$ cat src/fetch_pkg.sv
// Fetch package: word and fetch-to-execute types, reset PC and BTB geometry
`default_nettype none

package fetch_pkg;

  // Data and address word
  typedef logic [31:0] word_t;

  // Fetch-to-execute pipeline register, 98 bits
  // Token marks a valid instruction, a bubble has token 0
  typedef struct packed {
    logic  token;
    word_t pc;
    // Address of the next sequential instruction
    word_t pc4;
    word_t instr;
    // Set when the BTB steered the fetch after this one
    logic  prediction;
  } fetch_ex_t;

  // PC value out of reset
  localparam word_t RESET_PC = 32'h80000000;

  // Direct-mapped BTB, one entry per set
  localparam int BTB_ENTRIES = 16;
  localparam int BTB_IDX_W = 4;

  // Tag covers the PC bits above the index and the byte offset
  localparam int BTB_TAG_W = 32 - BTB_IDX_W - 2;

endpackage

`default_nettype wire

$ cat src/fetch_hazard_if.sv
// Fetch hazard interface: status from fetch and pipeline controls from the hazard unit
`timescale 1ns/1ns
`default_nettype none

interface fetch_hazard_if;

  // Status from the fetch stage
  logic i_mem_busy;
  logic mal_insn;
  // Trap or branch redirect in this cycle
  logic redirect;

  // Controls back to the fetch stage
  logic pc_en;
  logic if_ex_stall;
  logic if_ex_flush;
  logic iren;

  modport fetch (
    output i_mem_busy, mal_insn, redirect,
    input  pc_en, if_ex_stall, if_ex_flush, iren
  );

  modport hazard (
    input  i_mem_busy, mal_insn, redirect,
    output pc_en, if_ex_stall, if_ex_flush, iren
  );

endinterface

`default_nettype wire

$ cat src/imem_bus_if.sv
// Instruction bus: address and read request out, read data and wait state back
`timescale 1ns/1ns
`default_nettype none

interface imem_bus_if;
  import fetch_pkg::*;

  word_t addr;
  logic  ren;
  // Valid when ren is high and busy is low
  word_t rdata;
  logic  busy;

  modport cpu (
    output addr, ren,
    input  rdata, busy
  );

  modport top (
    input  addr, ren,
    output rdata, busy
  );

endinterface

`default_nettype wire

$ cat src/predictor_if.sv
// Predictor interface: same-cycle BTB lookup from fetch and branch updates from execute
`timescale 1ns/1ns
`default_nettype none

interface predictor_if;
  import fetch_pkg::*;

  // Lookup side
  word_t current_pc;
  logic  predict_taken;
  word_t target_addr;

  // Update side, sampled at the edge while upd_en is high
  logic  upd_en;
  word_t upd_pc;
  logic  upd_taken;
  word_t upd_target;

  modport access (
    output current_pc,
    input  predict_taken, target_addr
  );

  modport predictor (
    input  current_pc,
    input  upd_en, upd_pc, upd_taken, upd_target,
    output predict_taken, target_addr
  );

endinterface

`default_nettype wire

$ cat src/tspp_fetch_stage.sv
// Fetch stage: PC, next-PC select, bus request, fetch-to-execute register and misalign check
`timescale 1ns/1ns
`default_nettype none

module tspp_fetch_stage (
  input  logic                CLK,
  input  logic                nRST,
  fetch_hazard_if.fetch       hazard_if,
  imem_bus_if.cpu             bus_if,
  predictor_if.access         predict_if,
  input  logic                npc_sel,
  input  fetch_pkg::word_t    brj_addr,
  input  logic                trap_req,
  input  fetch_pkg::word_t    trap_pc,
  output fetch_pkg::fetch_ex_t fetch_ex_reg,
  output logic                fetch_fault,
  output fetch_pkg::word_t    fault_addr
);
  import fetch_pkg::*;

  word_t pc;
  word_t pc4;
  word_t npc;
  logic  mal_addr;

  // Pipeline register fields
  logic  ex_token_q;
  word_t ex_pc_q;
  word_t ex_pc4_q;
  word_t ex_instr_q;
  logic  ex_pred_q;

  // Program counter
  always_ff @(posedge CLK, negedge nRST) begin
    if (!nRST) begin
      pc <= RESET_PC;
    end else if (hazard_if.pc_en) begin
      pc <= npc;
    end
  end

  assign pc4 = pc + 32'd4;

  // BTB lookup on the current PC
  assign predict_if.current_pc = pc;

  // Next PC, trap first, then branch, then prediction
  always_comb begin
    if (trap_req) begin
      npc = trap_pc;
    end else if (npc_sel) begin
      npc = brj_addr;
    end else if (predict_if.predict_taken) begin
      npc = predict_if.target_addr;
    end else begin
      npc = pc4;
    end
  end

  assign hazard_if.redirect = trap_req | npc_sel;

  // Bus request straight from the PC
  assign bus_if.addr = pc;
  assign bus_if.ren = hazard_if.iren;
  assign hazard_if.i_mem_busy = bus_if.busy;

  // Token: flush wins over stall
  always_ff @(posedge CLK, negedge nRST) begin
    if (!nRST) begin
      ex_token_q <= 1'b0;
    end else if (hazard_if.if_ex_flush) begin
      ex_token_q <= 1'b0;
    end else if (!hazard_if.if_ex_stall) begin
      ex_token_q <= 1'b1;
    end
  end

  // Payload only moves on a capture
  always_ff @(posedge CLK) begin
    if (!hazard_if.if_ex_flush && !hazard_if.if_ex_stall) begin
      ex_pc_q    <= pc;
      ex_pc4_q   <= pc4;
      ex_instr_q <= bus_if.rdata;
      ex_pred_q  <= predict_if.predict_taken;
    end
  end

  assign fetch_ex_reg = '{
    token:      ex_token_q,
    pc:         ex_pc_q,
    pc4:        ex_pc4_q,
    instr:      ex_instr_q,
    prediction: ex_pred_q
  };

  // Misaligned PC, fetch parks here until a trap
  assign mal_addr = (pc[1:0] != 2'b00);
  assign hazard_if.mal_insn = mal_addr;
  assign fetch_fault = mal_addr;
  assign fault_addr = pc;

endmodule

`default_nettype wire

$ cat src/btb_predictor.sv
// Branch target buffer: direct-mapped, 2-bit counters, trained by execute
`timescale 1ns/1ns
`default_nettype none

module btb_predictor (
  input  logic           CLK,
  input  logic           nRST,
  predictor_if.predictor predict_if
);
  import fetch_pkg::*;

  // Table storage
  logic [BTB_ENTRIES-1:0] valid;
  logic [BTB_TAG_W-1:0]   tag_mem [BTB_ENTRIES];
  word_t                  target_mem [BTB_ENTRIES];
  logic [1:0]             cnt_mem [BTB_ENTRIES];

  logic [BTB_IDX_W-1:0] rd_idx;
  logic [BTB_TAG_W-1:0] rd_tag;
  logic [BTB_IDX_W-1:0] wr_idx;
  logic [BTB_TAG_W-1:0] wr_tag;
  logic                 rd_hit;
  logic                 wr_hit;

  // Index from PC bits 5 to 2, tag from the rest
  assign rd_idx = predict_if.current_pc[BTB_IDX_W+1:2];
  assign rd_tag = predict_if.current_pc[31:BTB_IDX_W+2];
  assign wr_idx = predict_if.upd_pc[BTB_IDX_W+1:2];
  assign wr_tag = predict_if.upd_pc[31:BTB_IDX_W+2];

  // Same-cycle lookup
  assign rd_hit = valid[rd_idx] && (tag_mem[rd_idx] == rd_tag);
  assign predict_if.predict_taken = rd_hit && cnt_mem[rd_idx][1];
  assign predict_if.target_addr = target_mem[rd_idx];

  assign wr_hit = valid[wr_idx] && (tag_mem[wr_idx] == wr_tag);

  // Valid bits
  always_ff @(posedge CLK, negedge nRST) begin
    if (!nRST) begin
      valid <= '0;
    end else if (predict_if.upd_en && predict_if.upd_taken && !wr_hit) begin
      valid[wr_idx] <= 1'b1;
    end
  end

  // Tag, target and counter
  always_ff @(posedge CLK) begin
    if (predict_if.upd_en) begin
      if (wr_hit) begin
        // Saturating counter step
        if (predict_if.upd_taken) begin
          if (cnt_mem[wr_idx] != 2'd3) begin
            cnt_mem[wr_idx] <= cnt_mem[wr_idx] + 2'd1;
          end
          target_mem[wr_idx] <= predict_if.upd_target;
        end else if (cnt_mem[wr_idx] != 2'd0) begin
          cnt_mem[wr_idx] <= cnt_mem[wr_idx] - 2'd1;
        end
      end else if (predict_if.upd_taken) begin
        // Allocate as weakly taken
        tag_mem[wr_idx]    <= wr_tag;
        target_mem[wr_idx] <= predict_if.upd_target;
        cnt_mem[wr_idx]    <= 2'd2;
      end
    end
  end

endmodule

`default_nettype wire

$ cat src/fetch_hazard_unit.sv
// Fetch hazard unit: PC enable, register stall and flush, bus read enable
`timescale 1ns/1ns
`default_nettype none

module fetch_hazard_unit (
  fetch_hazard_if.hazard hazard_if,
  input  logic           ex_stall
);

  logic busy;
  logic fault;
  logic redirect;

  assign busy = hazard_if.i_mem_busy;
  assign fault = hazard_if.mal_insn;
  assign redirect = hazard_if.redirect;

  // PC moves on a redirect or a completed fetch that execute accepts
  assign hazard_if.pc_en = redirect | (!fault & !busy & !ex_stall);

  // Bubble on redirect, wait state or fault
  // Stalled execute keeps its token unless redirected
  assign hazard_if.if_ex_flush = redirect | (!ex_stall & (busy | fault));

  // Execute back-pressure
  // Applied after flush in the fetch register
  assign hazard_if.if_ex_stall = ex_stall;

  // No bus access from a misaligned PC
  assign hazard_if.iren = !fault;

endmodule

`default_nettype wire

$ cat src/fetch_subsystem.sv
// Fetch subsystem top: fetch stage, BTB and hazard unit behind plain ports
`timescale 1ns/1ns
`default_nettype none

module fetch_subsystem (
  input  logic             CLK,
  input  logic             nRST,
  // Instruction bus
  output fetch_pkg::word_t imem_addr,
  output logic             imem_ren,
  input  fetch_pkg::word_t imem_rdata,
  input  logic             imem_busy,
  // Execute side controls
  input  logic             ex_stall,
  input  logic             npc_sel,
  input  fetch_pkg::word_t brj_addr,
  input  logic             trap_req,
  input  fetch_pkg::word_t trap_pc,
  // BTB training
  input  logic             upd_en,
  input  fetch_pkg::word_t upd_pc,
  input  logic             upd_taken,
  input  fetch_pkg::word_t upd_target,
  // Fetch-to-execute register
  output logic             ex_token,
  output fetch_pkg::word_t ex_pc,
  output fetch_pkg::word_t ex_pc4,
  output fetch_pkg::word_t ex_instr,
  output logic             ex_prediction,
  // Misaligned fetch report
  output logic             fetch_fault,
  output fetch_pkg::word_t fault_addr
);
  import fetch_pkg::*;

  fetch_ex_t fetch_ex_reg;

  fetch_hazard_if hazard_bus ();
  imem_bus_if     imem_bus ();
  predictor_if    predict_bus ();

  // Bus to pins
  assign imem_addr = imem_bus.addr;
  assign imem_ren = imem_bus.ren;
  assign imem_bus.rdata = imem_rdata;
  assign imem_bus.busy = imem_busy;

  // Update port goes straight to the BTB
  assign predict_bus.upd_en = upd_en;
  assign predict_bus.upd_pc = upd_pc;
  assign predict_bus.upd_taken = upd_taken;
  assign predict_bus.upd_target = upd_target;

  tspp_fetch_stage fetch_i (
    .CLK          (CLK),
    .nRST         (nRST),
    .hazard_if    (hazard_bus.fetch),
    .bus_if       (imem_bus.cpu),
    .predict_if   (predict_bus.access),
    .npc_sel      (npc_sel),
    .brj_addr     (brj_addr),
    .trap_req     (trap_req),
    .trap_pc      (trap_pc),
    .fetch_ex_reg (fetch_ex_reg),
    .fetch_fault  (fetch_fault),
    .fault_addr   (fault_addr)
  );

  btb_predictor btb_i (
    .CLK        (CLK),
    .nRST       (nRST),
    .predict_if (predict_bus.predictor)
  );

  fetch_hazard_unit hazard_i (
    .hazard_if (hazard_bus.hazard),
    .ex_stall  (ex_stall)
  );

  // Unpack the pipeline register
  assign ex_token = fetch_ex_reg.token;
  assign ex_pc = fetch_ex_reg.pc;
  assign ex_pc4 = fetch_ex_reg.pc4;
  assign ex_instr = fetch_ex_reg.instr;
  assign ex_prediction = fetch_ex_reg.prediction;

endmodule

`default_nettype wire

$ cat config.mk
export PLATFORM = sky130hd
export DESIGN_NAME = fetch_subsystem
export DESIGN_NICKNAME = d
export VERILOG_FILES = /design/src/fetch_pkg.sv /design/src/fetch_hazard_if.sv /design/src/imem_bus_if.sv /design/src/predictor_if.sv /design/src/tspp_fetch_stage.sv /design/src/btb_predictor.sv /design/src/fetch_hazard_unit.sv /design/src/fetch_subsystem.sv
export SDC_FILE = /design/constraint.sdc
export NUM_CORES = 1
export LEC_CHECK = 0
export BUFFER_PORTS_ARGS = -buffer_cell sky130_fd_sc_hd__buf_2
export CORE_MARGIN = 3
export CORE_UTILIZATION = 50
export CTS_BUF_LIST = sky130_fd_sc_hd__clkbuf_4 sky130_fd_sc_hd__clkbuf_8
export DETAILED_ROUTE_END_ITERATION = 12
export MAX_ROUTING_LAYER = met4
export PLACE_DENSITY = 0.71
export SLEW_MARGIN = 25
export SYNTH_ARGS = -nofsm -noshare
export SYNTH_HDL_FRONTEND = slang
export SYNTH_HIERARCHICAL = 1
export SYNTH_SLANG_ARGS = --single-unit
$ cat constraint.sdc
create_clock -name CLK -period 5.66 [get_ports CLK]
set_input_delay 1.132 -clock CLK [delete_from_list [all_inputs] [get_ports CLK]]
set_output_delay 1.132 -clock CLK [all_outputs]
set_load 0.05 [all_outputs]
==> impl_metrics.ini, run 1 <==
[outcome]
status = finished clean

[timing]
fmax_ghz = 0.205
finalSetupViolations = 0
rsz0062_at_grt = false
worst_slew_pin_slew_ps = 994
slew-limit-headroom_pct = 33.5
finalHoldViolCount = 0
whs_ps = 438
finalClockSkew_ps = 46.9
fin_setup_tns_ps = 0
period_minus_slack_ps = 4890
fin_crit_sh_pct = 86.4
maxSlewViolCount = 0
fin_ws_ps = 772

[critical_path]
end_kind = flop
critPathBufInv = 3
reg2reg_to = fetch_i/bus_if.addr[16]$_DFFE_PN0P_
cp.required_ps = 6460
critical_path.cell_chain = buf_12 -> mux4_2 -> mux4_2 -> xor2_1 -> nor4_1 -> nand4_1 -> nor4_2 -> buf_12 -> nor2b_2 -> buf_4 -> a221oi_1 -> o41ai_1 -> a32o_1
rr_startpoint = fetch_i/bus_if.addr[2]$_DFFE_PN0P_
slowest_stage = dfrtp_4
cp.depth = 13
cp.arrival_ps = 5690
rr_worst_depth = 13
worst_path_largest_cell_delay_ps = 840
worst_setup_path_start_kind = flop
ff2ff_setup_slack_ps = 770
crit_type = flop to flop
path_max_fanout = 30
cp_top_family = simple AND/OR/NAND/NOR gates

[route]
ant_nets = 0
drc = 0
vias = 27300
via_per_inst = 6.37
drt_iter0_markers = 3530
wl_per_cell_um = 30.8
finalWirelength_um = 132000
first_pass_iters = 6

[placed_design]
place_ws_ps = 381
portBuffers = 329
hpwl_um = 84200
place.gp.congestion = 0.917

[cts]
cts_tree = done
path_clk_slew_ps = 60
htreeDepth = 4
clockRootBuffer = clkbuf_8
cts_setup_buffers = 0
postCtsResizedCells = 0
cts.sinks = 1104
clk_path_buf_depth = 3
cts_hold_buf = 0
cts_buffers = 174
clkLatencyLatePin_ps = 880

[layout]
drive_gt1_share_pct = 39.3
final_util_pct = 58.3
final_common_cell = edfxtp_1
final_cell_mix = edfxtp_1, mux4_2, buf_2
n_fill_cell = 6910
fin_nets = 3048
area_delta_synth_final_pct = 14.5

[global_routing]
grt_pass1_vias = 28000
grt_first_pass_wirelength_um = 191000
grt_usage_pct = 27.6
antenna_found_initial = 23
grt_overflow = 0
grt_max_degree = 129

[hold_path]
hold_path_class = input pin to async pin

[die]
initial_core_util_pct = 50.9
fp.dieW_um = 316
num_rows = 112
pin_count = 332
dieArea_um2 = 99600
core_area_um2 = 94200
die_y_um = 316

[flow_run]
maxCapViolCount = 0

[power]
vdd_drop_max_v = 0.000239
p_leak_nw = 18.4
p_total_mw = 18.7
power_per_cell_area_nw_per_um2 = 341

[logic_synthesis]
ys_warn_count = 6
postSynthCellCount = 2473
synth_area_per_cell_um2 = 19.4
synthesis.nets = 2642
netlist_area_um2 = 47900
-- per-stage QoR --
| step | instance area, um2 | std cells |
|---|---|---|
| 2_1_floorplan | 47900 | 2473 |
| 3_3_place_gp | 51400 | 3957 |
| 3_5_place_dp | 51400 | 3957 |
| 4_1_cts | 54900 | 4265 |
| 5_1_grt | 54900 | 4282 |
| 6_report | 54900 | 4284 |
-- state kept, by name (all words and copies together), names as in the netlist --
register	flops
btb_i/target_mem	512
btb_i/tag_mem	416
btb_i/cnt_mem	32
fetch_i/bus_if.addr	32
fetch_i/ex_instr_q	32
fetch_i/ex_pc_q	32
fetch_i/ex_pc4_q	30
btb_i/valid	16
fetch_i/ex_pred_q	1
fetch_i/ex_token_q	1
-- final cells by class --
class / instances / area (um2) / share of cell area [%]
Tap cell: 1254 / 1570 / 2.86
Clock buffer: 225 / 2820 / 5.14
Sequential cell: 1104 / 32900 / 60.0
Multi-Input combinational cell: 1119 / 13900 / 25.4
Antenna cell: 19 / 47.5 / 0.0866
Clock inverter: 83 / 607 / 1.11
Inverter: 24 / 90.1 / 0.164
Timing Repair Buffer: 456 / 2910 / 5.30
-- worst max-delay path by stage --
stage	start	slack [ps]	endpoint
2_1_floorplan	upd_pc[2]	80	btb_i/tag_mem[0][0]$_DFFE_PP_
3_3_place_gp	upd_pc[2]	440	btb_i/cnt_mem[8][1]$_DFFE_PP_
3_5_place_dp	upd_pc[2]	380	btb_i/cnt_mem[8][0]$_DFFE_PP_
4_1_cts	fetch_i/bus_if.addr[2]$_DFFE_PN0P_	790	fetch_i/bus_if.addr[16]$_DFFE_PN0P_
5_1_grt	fetch_i/bus_if.addr[2]$_DFFE_PN0P_	600	fetch_i/bus_if.addr[16]$_DFFE_PN0P_
6_report	fetch_i/bus_if.addr[2]$_DFFE_PN0P_	770	fetch_i/bus_if.addr[16]$_DFFE_PN0P_
-- report_power, final --
group          internal (mW)  switching, mW  total, mW  leakage, nW
sequential              9.14          0.252       9.39         10.1
clock                   3.52           3.20       6.72         1.81
combinational           1.07           1.54       2.62         6.52
total                   13.7           5.00       18.7         18.4
-- per-layer routing --
layer  global-route usage [%]  share of wire [%]
met2                     43.3                 49
met5                        -                  0
met4                     9.73                3.2
met3                     6.99                9.9
met1                     35.3                 37
No activity file was read; power rests on OpenSTA's default activity.
==> run 2: changes to the inputs <==
PLACE_DENSITY = 0.68   (was 0.71)
clock period = 4.7 ns   (was 5.66 ns; I/O delays follow)
==> run 2 against run 1 <==
Register-to-register slack got worse by 560 ps. Total power grew 22%. Clock skew shrank 3.0 ps. Via count up 0.83%. Fmax increased by 9.0%. Worst hold slack worse by 190 ps. Combinational power up 24%. Critical path depth rose by 2. Clock power increased by 24%. Clock-buffer cell count fell by 3. Utilization increased by 0.93 points.
==> impl_metrics.ini, run 2 (synthesis results as in run 1) <==
[outcome]
status = finished clean

[power]
combPwrFrac_pct = 14.2
pwr-share-clk_pct = 36.5
power_frac_seq_pct = 49.3
vdd_drop_max_v = 0.000262
switchingPower_mw = 6.10
power_per_cell_area_nw_per_um2 = 410
p_int_mw = 16.8
switching_share_pct = 26.7
p_leak_nw = 18.7

[critical_path]
cp-startpoint = fetch_i/bus_if.addr[2]$_DFFE_PN0P_
critPathBufInv = 5
crit_type = flop to flop
cp.required_ps = 5490
cp_top_family = buffers and inverters
end_kind = flop
slowest_stage = mux4_2
worst_setup_path_start_kind = flop
rr_startpoint = fetch_i/bus_if.addr[2]$_DFFE_PN0P_
path_common_cell = buf_4
worst_path_largest_cell_delay_ps = 560
critical_path.cell_chain = buf_12 -> buf_4 -> mux4_2 -> mux4_2 -> xor2_1 -> nor4_1 -> nand4_1 -> nor4_2 -> buf_4 -> nor2b_2 -> buf_12 -> a221oi_1 -> buf_4 -> o31ai_1 -> a32o_1
cp.arrival_ps = 5280
path_max_fanout = 24

[global_routing]
grt_first_pass_wirelength_um = 194000
grt_use_met3_pct = 5.10
use_met1_pct = 37.5
grt_util_met2_pct = 43.8
grt_pass1_vias = 28000
grt_busiest_layer = met2
grt_max_degree = 105
grt_usage_pct = 27.8
grt_overflow = 0
antenna_found_initial = 23

[timing]
whs_ps = 250
fin_ws_ps = 217
rsz0062_at_grt = false
worst_slew_pin_slew_ps = 897
period_minus_slack_ps = 4480
maxSlewViolCount = 0
slew-limit-headroom_pct = 40.2
finalHoldViolCount = 0
fin_crit_sh_pct = 95.4
fmax_ghz = 0.223
finalSetupViolations = 0
finalClockSkew_ps = 44.0

[layout]
largest-register = btb_i/target_mem
final_cell_mix = edfxtp_1, mux4_2, buf_2
n_fill_cell = 6844
area_delta_synth_final_pct = 16.3
fin_area_um2 = 55800
seq_area_um2 = 32900
largestRegisters = btb_i/target_mem (512), btb_i/tag_mem (416)
fin_nets = 3085
largest_register_ffs = 512
multi_input_area_um2 = 14000
final_common_cell = edfxtp_1
final_util_pct = 59.2
drive_gt1_share_pct = 40.1

[cts]
cts_tree = done
htreeDepth = 4
clkLatencyLatePin_ps = 870
postCtsResizedCells = 0
cts.sinks = 1104
clk_path_buf_depth = 3
path_clk_slew_ps = 70
cts_hold_buf = 0
cts_setup_buffers = 0
cts_buffers = 175
clockRootBuffer = clkbuf_8

[route]
vias = 27500
via_per_inst = 6.35
first_pass_iters = 7
wl_per_cell_um = 30.7
drc = 0
drt_iter0_markers = 3240
ant_nets = 0
finalWirelength_um = 133000

[placed_design]
portBuffers = 329
place_ws_ps = 110
hpwl_um = 83100
placed_cell_area_um2 = 52200
place.gp.congestion = 0.888

[die]
num_rows = 112
die_y_um = 316
dieArea_um2 = 99600
fp.dieW_um = 316
initial_core_util_pct = 50.9
pin_count = 332
core_area_um2 = 94200

[hold_path]
hold_path_class = input pin to flop
hp-start = imem_rdata[17]

[flow_run]
maxCapViolCount = 0
run 2: cell count changes in the layout (fill, tap and decap cells not counted), moves of 2 or more:
cell,delta
clkbuf_4,-2
clkinvlp_4,+5
nor3_4,+4
clkinv_1,+4
inv_16,+2
nor3_2,-4
clkinv_2,+5
bufinv_16,+4
clkinv_8,-3
inv_8,-4
buf_12,+36
run 2: final cells by class:
type / count / area share, %
Multi-Input combinational cell: 1119 / 25.0
Timing Repair Buffer: 492 / 6.51
Sequential cell: 1104 / 59.0
Inverter: 24 / 0.162
Antenna cell: 18 / 0.0808
Clock inverter: 97 / 1.38
Tap cell: 1254 / 2.81
Clock buffer: 222 / 5.01
run 2: path summary, 6_finish.rpt:
kind / slack, ps / cells past startpoint / end
min: 250 / 1 / fetch_i/ex_instr_q[17]$_DFFE_PP_
max in group asynchronous: 3830 / 2 / fetch_i/bus_if.addr[3]$_DFFE_PN0P_
max reg2reg: 220 / 15 / fetch_i/bus_if.addr[12]$_DFFE_PN0P_
min reg2reg: 490 / 1 / btb_i/valid[4]$_DFFE_PN0P_
min in group asynchronous: 260 / 2 / fetch_i/bus_if.addr[1]$_DFFE_PN0P_
max: 220 / 15 / fetch_i/bus_if.addr[12]$_DFFE_PN0P_
run 2: worst register-to-register path, stage by stage (launching register included):
cell      delay, ps
dfrtp_4         540
buf_12          230
buf_4           300
mux4_2          540
mux4_2          560
xor2_1          220
nor4_1          330
nand4_1         190
nor4_2          160
buf_4           290
nor2b_2         270
buf_12          200
a221oi_1        110
buf_4           190
o31ai_1          80
a32o_1          210
run 2: power groups by stage:
stage | Sequential, mW | Combinational (mW) | Clock [mW]
after floorplan | 11.5 | 2.05 | 0
after global placement | 11.5 | 3.21 | 0
after detailed placement | 11.5 | 3.24 | 0
after CTS | 11.3 | 3.26 | 8.43
after global routing | 11.3 | 3.41 | 8.89
final | 11.3 | 3.25 | 8.34
run 2: per-stage QoR:
| stage | power [mW] | TNS (ps) | cells |
|---|---|---|---|
| 4_1_cts | 23.0 | 0 | 4312 |
| 5_1_grt | 23.6 | 0 | 4329 |
| 6_report | 22.9 | 0 | 4330 |
| 3_5_place_dp | 14.7 | 0 | 3993 |
| 3_3_place_gp | 14.7 | 0 | 3993 |
| 2_1_floorplan | 13.6 | -215210 | 2473 |
run 2: per-layer routing:
metal / vias to the layer above / wire length [um]
met5: - / 0
met4: 0 / 3380
met3: 231 / 11600
met2: 1526 / 66100
met1: 14500 / 52000
li1: 11200 / -
